**config.mk**
```make
export PLATFORM = sky130hd
export DESIGN_NAME = IssueCore
export DESIGN_NICKNAME = d
export VERILOG_FILES = /design/src/hw/IssuePkg.sv /design/src/hw/IssueCore.sv /design/src/hw/ResultArbiter.sv /design/src/hw/MulUnit.sv /design/src/hw/AluUnit.sv /design/src/hw/ReservationStation.sv
export SDC_FILE = /design/constraint.sdc
export NUM_CORES = 2
export LEC_CHECK = 0
export BUFFER_PORTS_ARGS = -buffer_cell sky130_fd_sc_hd__buf_4
export CORE_UTILIZATION = 45
export CTS_CLUSTER_SIZE = 12
export DETAILED_ROUTE_END_ITERATION = 6
export PLACE_DENSITY_LB_ADDON = 0.05
export SYNTH_ARGS = -nofsm -noshare
export SYNTH_HDL_FRONTEND = slang
export SYNTH_SLANG_ARGS = --single-unit
export TNS_END_PERCENT = 30
```
**constraint.sdc**
```tcl
create_clock -name clk -period 31.2 [get_ports clk]
set_input_delay 1.56 -clock clk [delete_from_list [all_inputs] [get_ports clk]]
set_output_delay 1.56 -clock clk [all_outputs]
set_load 0.02 [all_outputs]
```
**src/hw/IssuePkg.sv**
```systemverilog
package IssuePkg;

    localparam int TAG_W  = 5;
    localparam int SQN_W  = 6;
    localparam int DATA_W = 16;

    typedef enum logic [1:0] {
        OP_ADD = 2'd0,
        OP_SUB = 2'd1,
        OP_XOR = 2'd2,
        OP_MUL = 2'd3
    } OpCode;

    // renamed op as it leaves dispatch
    typedef struct packed {
        OpCode              op;
        logic [SQN_W-1:0]   sqN;
        logic [TAG_W-1:0]   tagDst;
        logic [TAG_W-1:0]   tagA;
        logic               availA;
        logic [DATA_W-1:0]  valA;
        logic [TAG_W-1:0]   tagB;
        logic               availB;
        logic [DATA_W-1:0]  valB;
    } MicroOp;

    typedef struct packed {
        OpCode              op;
        logic [SQN_W-1:0]   sqN;
        logic [TAG_W-1:0]   tagDst;
        logic [DATA_W-1:0]  a;
        logic [DATA_W-1:0]  b;
    } IssuedOp;

    typedef struct packed {
        logic [TAG_W-1:0]   tagDst;
        logic [SQN_W-1:0]   sqN;
        logic [DATA_W-1:0]  value;
    } ResultBus;

    function automatic logic isMulOp(input OpCode op);
        return op == OP_MUL;
    endfunction

    // true when a comes after b in program order, sequence numbers wrap
    function automatic logic isYounger(input logic [SQN_W-1:0] a, input logic [SQN_W-1:0] b);
        logic signed [SQN_W-1:0] diff;
        diff = a - b;
        return diff > 0;
    endfunction

endpackage
```
**src/hw/IssueCore.sv**
```systemverilog
module IssueCore
    import IssuePkg::*;
#(
    parameter int DEPTH = 8
) (
    input  logic                        clk,
    input  logic                        rst,
    input  logic                        dispatchValid,
    input  MicroOp                      dispatchUop,
    input  logic                        flushValid,
    input  logic [SQN_W-1:0]            flushSqN,
    output logic                        resultValid,
    output ResultBus                    result,
    output logic [$clog2(DEPTH+1)-1:0]  freeCount
);

    logic       aluIssueValid;
    IssuedOp    aluIssue;
    logic       mulIssueValid;
    IssuedOp    mulIssue;
    logic       aluDoneValid;
    ResultBus   aluDone;
    logic       mulDoneValid;
    ResultBus   mulDone;
    logic       aluStall;

    ReservationStation #(
        .DEPTH(DEPTH)
    ) rs (
        .clk(clk),
        .rst(rst),
        .dispatchValid(dispatchValid),
        .dispatchUop(dispatchUop),
        .wakeValid(resultValid),
        .wakeBus(result),
        .flushValid(flushValid),
        .flushSqN(flushSqN),
        .aluStall(aluStall),
        .aluIssueValid(aluIssueValid),
        .aluIssue(aluIssue),
        .mulIssueValid(mulIssueValid),
        .mulIssue(mulIssue),
        .freeCount(freeCount)
    );

    AluUnit alu (
        .clk(clk),
        .rst(rst),
        .issueValid(aluIssueValid),
        .issue(aluIssue),
        .stall(aluStall),
        .flushValid(flushValid),
        .flushSqN(flushSqN),
        .doneValid(aluDoneValid),
        .done(aluDone)
    );

    MulUnit mul (
        .clk(clk),
        .rst(rst),
        .issueValid(mulIssueValid),
        .issue(mulIssue),
        .flushValid(flushValid),
        .flushSqN(flushSqN),
        .doneValid(mulDoneValid),
        .done(mulDone)
    );

    ResultArbiter arb (
        .aluValid(aluDoneValid),
        .aluResult(aluDone),
        .mulValid(mulDoneValid),
        .mulResult(mulDone),
        .busValid(resultValid),
        .bus(result),
        .aluStall(aluStall)
    );

endmodule

```
**src/hw/ResultArbiter.sv**
```systemverilog
module ResultArbiter
    import IssuePkg::*;
(
    input  logic        aluValid,
    input  ResultBus    aluResult,
    input  logic        mulValid,
    input  ResultBus    mulResult,
    output logic        busValid,
    output ResultBus    bus,
    output logic        aluStall
);

    // the multiplier cannot wait, its pipeline has no hold
    always_comb begin
        busValid = aluValid || mulValid;
        if (mulValid) begin
            bus = mulResult;
        end else begin
            bus = aluResult;
        end
    end

    // ALU refused whenever both ask in the same cycle
    assign aluStall = aluValid && mulValid;

endmodule

```
**src/hw/MulUnit.sv**
```systemverilog
module MulUnit
    import IssuePkg::*;
(
    input  logic                clk,
    input  logic                rst,
    input  logic                issueValid,
    input  IssuedOp             issue,
    input  logic                flushValid,
    input  logic [SQN_W-1:0]    flushSqN,
    output logic                doneValid,
    output ResultBus            done
);

    // partial products, only the low 16 bits of the full product are kept
    typedef struct packed {
        logic [TAG_W-1:0]       tagDst;
        logic [SQN_W-1:0]       sqN;
        logic [DATA_W-1:0]      partLo;
        logic [DATA_W/2-1:0]    partHi;
    } MulPartial;

    IssuedOp    s1;
    MulPartial  s2;
    logic       s1Valid;
    logic       s2Valid;

    function automatic logic killed(input logic flush, input logic [SQN_W-1:0] flushSq,
                                    input logic [SQN_W-1:0] sqN);
        return flush && isYounger(sqN, flushSq);
    endfunction

    always_ff @(posedge clk) begin
        if (rst) begin
            s1Valid <= 1'b0;
            s2Valid <= 1'b0;
            doneValid <= 1'b0;
        end else begin
            s1Valid <= issueValid && !killed(flushValid, flushSqN, issue.sqN);
            s2Valid <= s1Valid && !killed(flushValid, flushSqN, s1.sqN);
            doneValid <= s2Valid && !killed(flushValid, flushSqN, s2.sqN);
        end
    end

    always_ff @(posedge clk) begin
        s1 <= issue;
        s2.tagDst <= s1.tagDst;
        s2.sqN <= s1.sqN;
        s2.partLo <= s1.a * s1.b[DATA_W/2-1:0];
        s2.partHi <= s1.a[DATA_W/2-1:0] * s1.b[DATA_W-1:DATA_W/2];
        done.tagDst <= s2.tagDst;
        done.sqN <= s2.sqN;
        done.value <= s2.partLo + {s2.partHi, {(DATA_W/2){1'b0}}};
    end

endmodule

```
**src/hw/AluUnit.sv**
```systemverilog
module AluUnit
    import IssuePkg::*;
(
    input  logic                clk,
    input  logic                rst,
    input  logic                issueValid,
    input  IssuedOp             issue,
    input  logic                stall,
    input  logic                flushValid,
    input  logic [SQN_W-1:0]    flushSqN,
    output logic                doneValid,
    output ResultBus            done
);

    logic [DATA_W-1:0] aluValue;

    always_comb begin
        case (issue.op)
            OP_ADD:  aluValue = issue.a + issue.b;
            OP_SUB:  aluValue = issue.a - issue.b;
            OP_XOR:  aluValue = issue.a ^ issue.b;
            default: aluValue = '0;
        endcase
    end

    always_ff @(posedge clk) begin
        if (rst) begin
            doneValid <= 1'b0;
        end else if (stall) begin
            // refused by the arbiter, hold unless flushed away
            doneValid <= doneValid && !(flushValid && isYounger(done.sqN, flushSqN));
        end else begin
            doneValid <= issueValid && !(flushValid && isYounger(issue.sqN, flushSqN));
        end
    end

    always_ff @(posedge clk) begin
        if (!stall) begin
            done <= '{tagDst: issue.tagDst, sqN: issue.sqN, value: aluValue};
        end
    end

endmodule

```
**src/hw/ReservationStation.sv**
```systemverilog
module ReservationStation
    import IssuePkg::*;
#(
    parameter int DEPTH = 8
) (
    input  logic                        clk,
    input  logic                        rst,
    input  logic                        dispatchValid,
    input  MicroOp                      dispatchUop,
    input  logic                        wakeValid,
    input  ResultBus                    wakeBus,
    input  logic                        flushValid,
    input  logic [SQN_W-1:0]            flushSqN,
    input  logic                        aluStall,
    output logic                        aluIssueValid,
    output IssuedOp                     aluIssue,
    output logic                        mulIssueValid,
    output IssuedOp                     mulIssue,
    output logic [$clog2(DEPTH+1)-1:0]  freeCount
);

    localparam int IDX_W  = $clog2(DEPTH);
    localparam int FREE_W = $clog2(DEPTH + 1);

    MicroOp             entries [DEPTH];
    logic [DEPTH-1:0]   entryValid;
    logic [DEPTH-1:0]   validNext;
    logic [SQN_W-1:0]   entrySqN [DEPTH];
    logic [DEPTH-1:0]   aluReady;
    logic [DEPTH-1:0]   mulReady;
    logic [IDX_W-1:0]   insIdx;
    logic [IDX_W-1:0]   aluIdx;
    logic [IDX_W-1:0]   mulIdx;
    logic               aluPickValid;
    logic               mulPickValid;
    logic               aluGo;
    logic               mulGo;
    MicroOp             insUop;

    function automatic logic tagHit(input logic valid, input ResultBus bus,
                                    input logic [TAG_W-1:0] tag);
        return valid && bus.tagDst != '0 && bus.tagDst == tag;
    endfunction

    function automatic IssuedOp toIssued(input MicroOp u);
        return '{op: u.op, sqN: u.sqN, tagDst: u.tagDst, a: u.valA, b: u.valB};
    endfunction

    // heap of oldest-of-two nodes, leaves at DEPTH..2*DEPTH-1, root at 1
    function automatic logic [IDX_W:0] pickOldest(input logic [DEPTH-1:0] ready,
                                                  input logic [SQN_W-1:0] sqns [DEPTH]);
        logic               nodeValid [2*DEPTH];
        logic [IDX_W-1:0]   nodeIdx [2*DEPTH];
        logic [SQN_W-1:0]   nodeSqN [2*DEPTH];
        logic               takeLeft;
        nodeValid[0] = 1'b0;
        nodeIdx[0] = '0;
        nodeSqN[0] = '0;
        for (int j = 0; j < DEPTH; j++) begin
            nodeValid[DEPTH+j] = ready[j];
            nodeIdx[DEPTH+j] = IDX_W'(j);
            nodeSqN[DEPTH+j] = sqns[j];
        end
        for (int n = DEPTH - 1; n >= 1; n--) begin
            takeLeft = nodeValid[2*n] &&
                (!nodeValid[2*n+1] || isYounger(nodeSqN[2*n+1], nodeSqN[2*n]));
            nodeValid[n] = nodeValid[2*n] || nodeValid[2*n+1];
            nodeIdx[n] = takeLeft ? nodeIdx[2*n] : nodeIdx[2*n+1];
            nodeSqN[n] = takeLeft ? nodeSqN[2*n] : nodeSqN[2*n+1];
        end
        return {nodeValid[1], nodeIdx[1]};
    endfunction

    // lowest free slot
    always_comb begin
        insIdx = '0;
        for (int j = DEPTH - 1; j >= 0; j--) begin
            if (!entryValid[j]) begin
                insIdx = IDX_W'(j);
            end
        end
    end

    // a result on the bus in the dispatch cycle is caught here
    always_comb begin
        insUop = dispatchUop;
        if (!dispatchUop.availA && tagHit(wakeValid, wakeBus, dispatchUop.tagA)) begin
            insUop.availA = 1'b1;
            insUop.valA = wakeBus.value;
        end
        if (!dispatchUop.availB && tagHit(wakeValid, wakeBus, dispatchUop.tagB)) begin
            insUop.availB = 1'b1;
            insUop.valB = wakeBus.value;
        end
    end

    always_comb begin
        for (int j = 0; j < DEPTH; j++) begin
            entrySqN[j] = entries[j].sqN;
            aluReady[j] = entryValid[j] && entries[j].availA && entries[j].availB &&
                !isMulOp(entries[j].op);
            mulReady[j] = entryValid[j] && entries[j].availA && entries[j].availB &&
                isMulOp(entries[j].op);
        end
        {aluPickValid, aluIdx} = pickOldest(aluReady, entrySqN);
        {mulPickValid, mulIdx} = pickOldest(mulReady, entrySqN);
    end

    assign aluGo = aluPickValid && !aluStall && !flushValid;
    assign mulGo = mulPickValid && !flushValid;

    always_comb begin
        validNext = entryValid;
        if (flushValid) begin
            for (int j = 0; j < DEPTH; j++) begin
                if (isYounger(entries[j].sqN, flushSqN)) begin
                    validNext[j] = 1'b0;
                end
            end
        end else begin
            if (aluGo) begin
                validNext[aluIdx] = 1'b0;
            end
            if (mulGo) begin
                validNext[mulIdx] = 1'b0;
            end
            if (dispatchValid) begin
                validNext[insIdx] = 1'b1;
            end
        end
    end

    always_ff @(posedge clk) begin
        if (rst) begin
            entryValid <= '0;
            freeCount <= FREE_W'(DEPTH);
            aluIssueValid <= 1'b0;
            mulIssueValid <= 1'b0;
        end else begin
            entryValid <= validNext;
            freeCount <= FREE_W'(DEPTH - $countones(validNext));
            mulIssueValid <= mulGo;
            // a stalled port 0 keeps its op until the ALU takes it
            if (aluStall) begin
                aluIssueValid <= aluIssueValid &&
                    !(flushValid && isYounger(aluIssue.sqN, flushSqN));
            end else begin
                aluIssueValid <= aluGo;
            end
        end
    end

    always_ff @(posedge clk) begin
        // captured even in a flush cycle, so older waiters keep their producer
        for (int j = 0; j < DEPTH; j++) begin
            if (!entries[j].availA && tagHit(wakeValid, wakeBus, entries[j].tagA)) begin
                entries[j].availA <= 1'b1;
                entries[j].valA <= wakeBus.value;
            end
            if (!entries[j].availB && tagHit(wakeValid, wakeBus, entries[j].tagB)) begin
                entries[j].availB <= 1'b1;
                entries[j].valB <= wakeBus.value;
            end
        end
        if (dispatchValid && !flushValid) begin
            entries[insIdx] <= insUop;
        end
        if (aluGo) begin
            aluIssue <= toIssued(entries[aluIdx]);
        end
        if (mulGo) begin
            mulIssue <= toIssued(entries[mulIdx]);
        end
    end

endmodule

```
# Yosys cells after proc, flatten, opt, wreduce, memory -nomap -nowiden
# Memory sizes are Yosys's and may differ from the RTL's. A register that Yosys moved wholly into a read port is not among the register bits.
# Cells that the tools add are included.
[totals] out_inout_bits=32 register_bits=150 mem_count=1 input_bits=67 ram_bits=456
[classes] mux=94 n_mul=2 addsub=34 eq_ne=28 n_reduce_logical=179 n_lt_le_gt_ge=29 n_bitwise=6
[memory_table] name="rs.entries" words=8 width=57 rd=10 rd_ports_with_merged_regs=2 write_ports=9 line="ReservationStation.sv:25" source="MicroOp entries [DEPTH];"
[op_table] operator="$gt A6 B1 Y1 const B" n=23
[op_table] operator="$sub A6 B6 Y6" n=23
[op_table] operator="$logic_and A1 B1 Y1" n=101
[op_table] operator="$eq A5 B5 Y1" n=18
[op_table] operator="$mux W6" n=12
[op_table] operator="$mux W1" n=55
[op_table] operator="$mux W8" n=6
[op_table] operator="$pmux W16 S3" n=1
[op_table] operator="$logic_not A1 Y1" n=47
[op_table] operator="$mux W3" n=14
[op_table] operator="$mux W17" n=2
[op_table] operator="$add A16 B16 Y16" n=2
[op_table] operator="$logic_or A1 B1 Y1" n=29
[op_table] operator="$mux W27" n=1
[op_table] operator="$eq A2 B2 Y1 const B" n=9
[op_table] operator="$and A8 B8 Y8" n=2
[op_table] operator="$mul A16 B8 Y16" n=1
[op_table] operator="$not A8 Y8" n=2
[op_table] operator="$sub A16 B16 Y16" n=1
[op_table] operator="$xor A16 B16 Y16" n=1
[op_table] operator="$add A4 B4 Y4" n=3
[op_table] operator="$lt A3 B4 Y1 const B" n=3
[op_table] operator="$demux W1 S3" n=3
[op_table] operator="$ge A3 B1 Y1 const B" n=3
[op_table] operator="other kinds (7)" n=10

# Longest topological paths before layout
# An unclocked memory read counts as a cell.
[logic_depth] word_depth=36 ltp_mapped=53 ltp_nobuf=48

# Hierarchy
# A second synthesis with hierarchy kept.
[hier_totals] hier_cells=3782 hier_area_um2=42264.3
[modules_own_cells] module="ReservationStation" area_per_inst_um2=32448.6 seq_area_each_um2=16666.0 cells_per_inst=2799 n_inst=1
[modules_own_cells] module="MulUnit" area_per_inst_um2=6765.2 seq_area_each_um2=2162.1 cells_per_inst=665 n_inst=1
[modules_own_cells] module="AluUnit" area_per_inst_um2=2676.3 seq_area_each_um2=830.8 cells_per_inst=286 n_inst=1
[modules_own_cells] module="ResultArbiter" area_per_inst_um2=374.1 seq_area_each_um2=0.0 cells_per_inst=32 n_inst=1

# Worst setup path before layout
# No wires, ideal clock.
[synth_timing] path_kind="register to register" startpoint="memory rs.entries[7][49] in the netlist's numbering" endpoint="register rs.freeCount[2]" setup_slack_ns=21.237 stages_incl_launch_ff=45 n_path_buf=4 t_arrival_ns=9.836 path_cell_list="edfxtp_1 -> inv_1 -> ha_1 -> inv_1 -> fa_1 -> xor2_1 -> nor4bb_1 -> mux2_2 -> a211o_1 -> a21oi_1 -> mux2_2 -> ha_1 -> o21a_1 -> o211ai_1 -> nand2_1 -> a41oi_1 -> nand3_1 -> or3_1 -> [9 not listed] -> o21ai_0 -> nand2b_1 -> or3_1 -> o2111ai_1 -> mux2i_1 -> or2_1 -> buf_2 -> buf_1 -> nand4_1 -> o2111ai_1 -> nand3_1 -> ha_1 -> inv_1 -> fa_1 -> fa_1 -> ha_1 -> ha_1 -> nor2b_1"
[synth_rtl] item="start: declaration" line="ReservationStation.sv:25"
[synth_rtl] item="end signal: assignment" line="ReservationStation.sv:136" source="freeCount <= FREE_W'(DEPTH);"
[synth_rtl] item="end signal: assignment" line="ReservationStation.sv:141" source="freeCount <= FREE_W'(DEPTH - $countones(validNext));"
[synth_rtl] item="end: declaration" line="ReservationStation.sv:19" source="output logic [$clog2(DEPTH+1)-1:0] freeCount"

==> flow_summary.rst <==
.. list-table::
   :header-rows: 1

   * - Metric
     - Value
   * - Outcome
     - completed
   * - Critical path type
     - flop to flop
   * - Die boundary width
     - 306 um
   * - Largest family of logic cells by synthesized area
     - compound AO/OA/AOI/OAI gates
   * - Antenna violations before repair
     - 8
   * - Total global routing overflow
     - 0
   * - Sw power
     - 552 uW
   * - Number of global-route vias before repair
     - 30500
   * - Storage element area
     - 19600 um2
   * - Area share of xor/xnor cells in the synthesized design
     - 0.0552
   * - Synthesis-to-layout area growth
     - 11.5%
   * - Max Fclk
     - 81.8 MHz
   * - Worst-path cell with the longest stage delay
     - buf_4
   * - Mux share of post-synthesis cell area
     - 0.0473
   * - Setup repair after global routing missed its margin
     - false
   * - Total GRT Usage
     - 0.301
   * - Worst setup slack for register-to-register paths
     - 18.98 ns
   * - Relative slew slack
     - 0.263
   * - Clock sink count
     - 694
   * - Wire length per cell
     - 27.2 um
   * - Initial Utilization
     - 0.454
   * - Max-slew violations
     - 0
   * - Crit path launch type
     - flop
   * - Post-Route Hold Slack
     - 0.320 ns
   * - Cell repeated most along the worst path
     - o21ai_0
   * - Total power after layout
     - 2190 uW
   * - Setup repair bufs after CTS
     - 0
   * - Netlist cell types
     - 78
   * - R2r worst-path depth
     - 40
   * - Worst Skew
     - 0.0412 ns
   * - Clock transition at the registers of the reported paths
     - 0.06 ns
   * - Filler Cells Inserted
     - 8270
   * - Clock root buffer
     - clkbuf_16
   * - Number of gates resized after CTS
     - 0
   * - Cell leakage power
     - 0.0173 uW
   * - Post-synthesis instance area
     - 41500 um2
   * - Routed wire length
     - 143000 um
   * - Average instance area after synthesis
     - 10.5 um2
   * - Number of buffers inserted during clock tree synthesis
     - 83
   * - Number of nets in the final layout
     - 4337
   * - First-pass GRT wire length
     - 207000 um
   * - Area of the core
     - 91500 um2
   * - Endpoint class of the critical path
     - flop
   * - Cell internal power dissipation
     - 1630 uW
   * - FF+latch count, synth
     - 694
   * - Required time of the worst setup path
     - 31.50 ns
   * - Sequential cell area fraction in the yosys report
     - 0.472
   * - Hold wc startpoint
     - mul.s2[11]
   * - Share of flip-flops with an asynchronous set or reset after synthesis
     - 0
   * - Drt initial violations
     - 3781
   * - # hold bufs at CTS
     - 0
   * - Row count
     - 111
   * - Ys Warns
     - 0
   * - Largest stage delay on the critical path
     - 0.83 ns
   * - Pin count of the biggest net entering global routing
     - 68
   * - Net Count, Synth
     - 4325
   * - Clock Power Share
     - 0.430
   * - Initial DRT Pass Iterations
     - 6
   * - Remaining antenna violation count after routing
     - 0
   * - Startpoint of the worst register-to-register path
     - rs.entries[5][49]
   * - H-Tree Depth
     - 3
   * - TritonCTS clock tree
     - done
   * - Simple-gate share of the synthesized area
     - 0.120
   * - Placed wire-length estimate after detailed placement
     - 92300 um
   * - Overall die height
     - 306 um
   * - Clock Path Buffers
     - 3
   * - Cell count after synthesis
     - 3972
   * - Largest fanout of any net on the critical path
     - 67
   * - Synthesized-area fraction occupied by adder cells
     - 0.104
   * - Worst min-delay path endpoint
     - mul.done[3]
   * - Final design utilization
     - 0.506
   * - Top-level port count
     - 99
   * - Data arrival time of the worst path
     - 12.53 ns
   * - Final setup viols
     - 0
   * - Fraction of the mapped netlist area in compound gates
     - 0.152
   * - Fraction of power spent switching nets
     - 0.252
   * - Slew of the pin with the lowest slew margin
     - 1.09 ns
   * - Area of the multi-input gates
     - 20300 um2
   * - Reg-to-reg critical path endpoint
     - rs.mulIssue[26]
   * - Share of cells above drive strength 1
     - 0.113
   * - Max-capacitance violation count
     - 0
   * - Period utilization
     - 0.392
   * - Port Buf Inserts
     - 98
   * - Worst min-delay path category
     - flop to flop
   * - Predominant post-synthesis flop cell
     - edfxtp_1
   * - Total power divided by cell area
     - 47.2 nW/um2
   * - DRC violation count after routing
     - 0
   * - Combinational Power Share
     - 0.094
   * - Accumulated negative setup slack
     - 0 ns
   * - Die footprint
     - 93500 um2
   * - Maximum vdd ir drop
     - 44.2 uV
   * - Min Clock Period, post-route
     - 12.22 ns
   * - Share of total power in sequential cells
     - 0.476
   * - Final weighted congestion in routability-driven placement
     - 0.910
   * - Drt via density
     - 6.11
   * - Fin. Hold Viols
     - 0
   * - Detailed-route via count
     - 32000
   * - Cell depth of the worst hold path
     - 0
   * - Worst-skew pair later-pin latency
     - 0.68 ns
   * - Number of enable-type register cells in the synthesized netlist
     - 570
==> power by group through the flow <==
stage          Combinational (uW)  Sequential [uW]  Clock, uW
5_1_grt                       222             1040        989
3_5_place_dp                  201             1060          0
4_1_cts                       203             1040        954
2_1_floorplan                 129             1050          0
6_report                      205             1040        941
3_3_place_gp                  200             1060          0
==> synthesized netlist by cell type (7+ instances only) <==
| library cell | instances | area, um2 |
|---|---|---|
| a211o_1 | 10 | 87.6 |
| a211oi_1 | 14 | 105 |
| a21boi_0 | 11 | 82.6 |
| a21o_1 | 42 | 315 |
| a21oi_1 | 387 | 1940 |
| a221o_1 | 37 | 370 |
| a31oi_1 | 96 | 601 |
| and2_1 | 83 | 519 |
| buf_1 | 34 | 128 |
| buf_2 | 32 | 160 |
| buf_4 | 31 | 233 |
| clkbuf_1 | 159 | 597 |
| dfxtp_1 | 124 | 2480 |
| edfxtp_1 | 570 | 17100 |
| fa_1 | 100 | 2000 |
| ha_1 | 186 | 2330 |
| inv_1 | 232 | 871 |
| mux2_2 | 63 | 709 |
| mux2i_1 | 124 | 1240 |
| nand2_1 | 317 | 1190 |
| nand2b_1 | 34 | 213 |
| nand3_1 | 32 | 160 |
| nand4_1 | 30 | 188 |
| nor2_1 | 375 | 1410 |
| nor2b_1 | 32 | 200 |
| nor3_1 | 55 | 275 |
| nor4_1 | 8 | 50.1 |
| nor4b_1 | 45 | 394 |
| o2111ai_1 | 9 | 78.8 |
| o211ai_1 | 11 | 82.6 |
| o21a_1 | 10 | 75.1 |
| o21ai_0 | 134 | 671 |
| o21bai_1 | 9 | 67.6 |
| o221ai_1 | 118 | 1030 |
| o22ai_1 | 13 | 81.3 |
| o31ai_1 | 7 | 52.6 |
| o41ai_1 | 20 | 175 |
| or2_2 | 14 | 87.6 |
| or3_1 | 13 | 81.3 |
| xnor2_1 | 132 | 1160 |
| xor2_1 | 127 | 1110 |
==> worst max path at each step <==
stage / depth (start not counted) / slack, ns / startpoint / to
3_5_place_dp: 46 / 19.19 / rs.entries[5][49] / rs.freeCount[3]
3_3_place_gp: 47 / 19.29 / rs.entries[5][49] / rs.freeCount[2]
4_1_cts: 46 / 19.21 / rs.entries[5][49] / rs.freeCount[3]
2_1_floorplan: 44 / 21.24 / rs.entries[7][49] / rs.freeCount[2]
6_report: 40 / 18.98 / rs.entries[5][49] / rs.mulIssue[26]
5_1_grt: 46 / 18.21 / rs.entries[5][49] / rs.freeCount[3]
==> sequential cells by signal, indices dropped and copies added, names as in the netlist <==
name,cells
rs.entries,456
mul.s1Valid,1
rs.mulIssueValid,1
alu.done,27
rs.freeCount,4
mul.s2,35
rs.aluIssueValid,1
mul.s1,43
rs.mulIssue,43
mul.doneValid,1
rs.entryValid,8
alu.doneValid,1
mul.s2Valid,1
mul.done,27
rs.aluIssue,45
==> worst max-delay path: cells and delay by family, from the launching register on <==
kind	cells	cell delay [ns]
simple gates	10	1.99
fa+ha+maj	4	1.11
flops	1	0.40
buf+inv	6	2.58
xor+xnor	1	0.27
mux	3	1.38
compound gates	16	3.95
==> routing by layer <==
metal  GRT usage  vias to the layer above  routed length [um]
li1            -                    14400                   -
met1       0.434                    15700               63100
met2       0.465                     1600               63400
met3      0.0501                      285               12200
met4      0.0887                        2                4060
met5           0                        -                  17
==> cell families after synthesis <==
kind of cell	count (synthesis)
adder cells (fa/ha/maj)	286
XOR/XNOR	260
multiplexers	188
flip-flops	694
AND/OR/NAND/NOR	1067
AO/OA/AOI/OAI	985
buffers and inverters	492
==> cell type report <==
type / count / area share
repair buffers: 187 / 0.0303
flip-flops and latches: 694 / 0.423
well taps: 1186 / 0.0321
clock inverters: 39 / 0.00749
clock buffers: 115 / 0.0486
diodes: 3 / 0.000162
inverters: 232 / 0.0188
multi-input cells: 2786 / 0.439
==> placed cells by master (no fill, tap or decap), types with 28 or more instances in the layout <==
cell type / n
nand3_1: 32
dfxtp_1: 123
xnor2_1: 132
o221ai_1: 118
nand2b_1: 34
clkbuf_1: 28
clkbuf_16: 84
inv_1: 232
a221o_1: 37
a21o_1: 41
nor4b_1: 45
buf_4: 187
ha_1: 186
o21ai_0: 132
a21oi_1: 386
nor3_1: 53
and2_1: 83
nand2_1: 306
nand4_1: 30
nor2_1: 368
xor2_1: 127
a31oi_1: 96
mux2_2: 63
mux2i_1: 103
nor2b_1: 32
fa_1: 100
edfxtp_1: 570
==> metrics by stage <==
step,instances,setup WS [ns],area [um2]
floorplan,3972,21.24,41500
global placement,5085,19.29,43700
detailed placement,5085,19.19,43700
CTS,5239,19.21,46300
global route,5242,18.21,46300
finish,5242,18.98,46300
(Power assumes the default switching activity.)
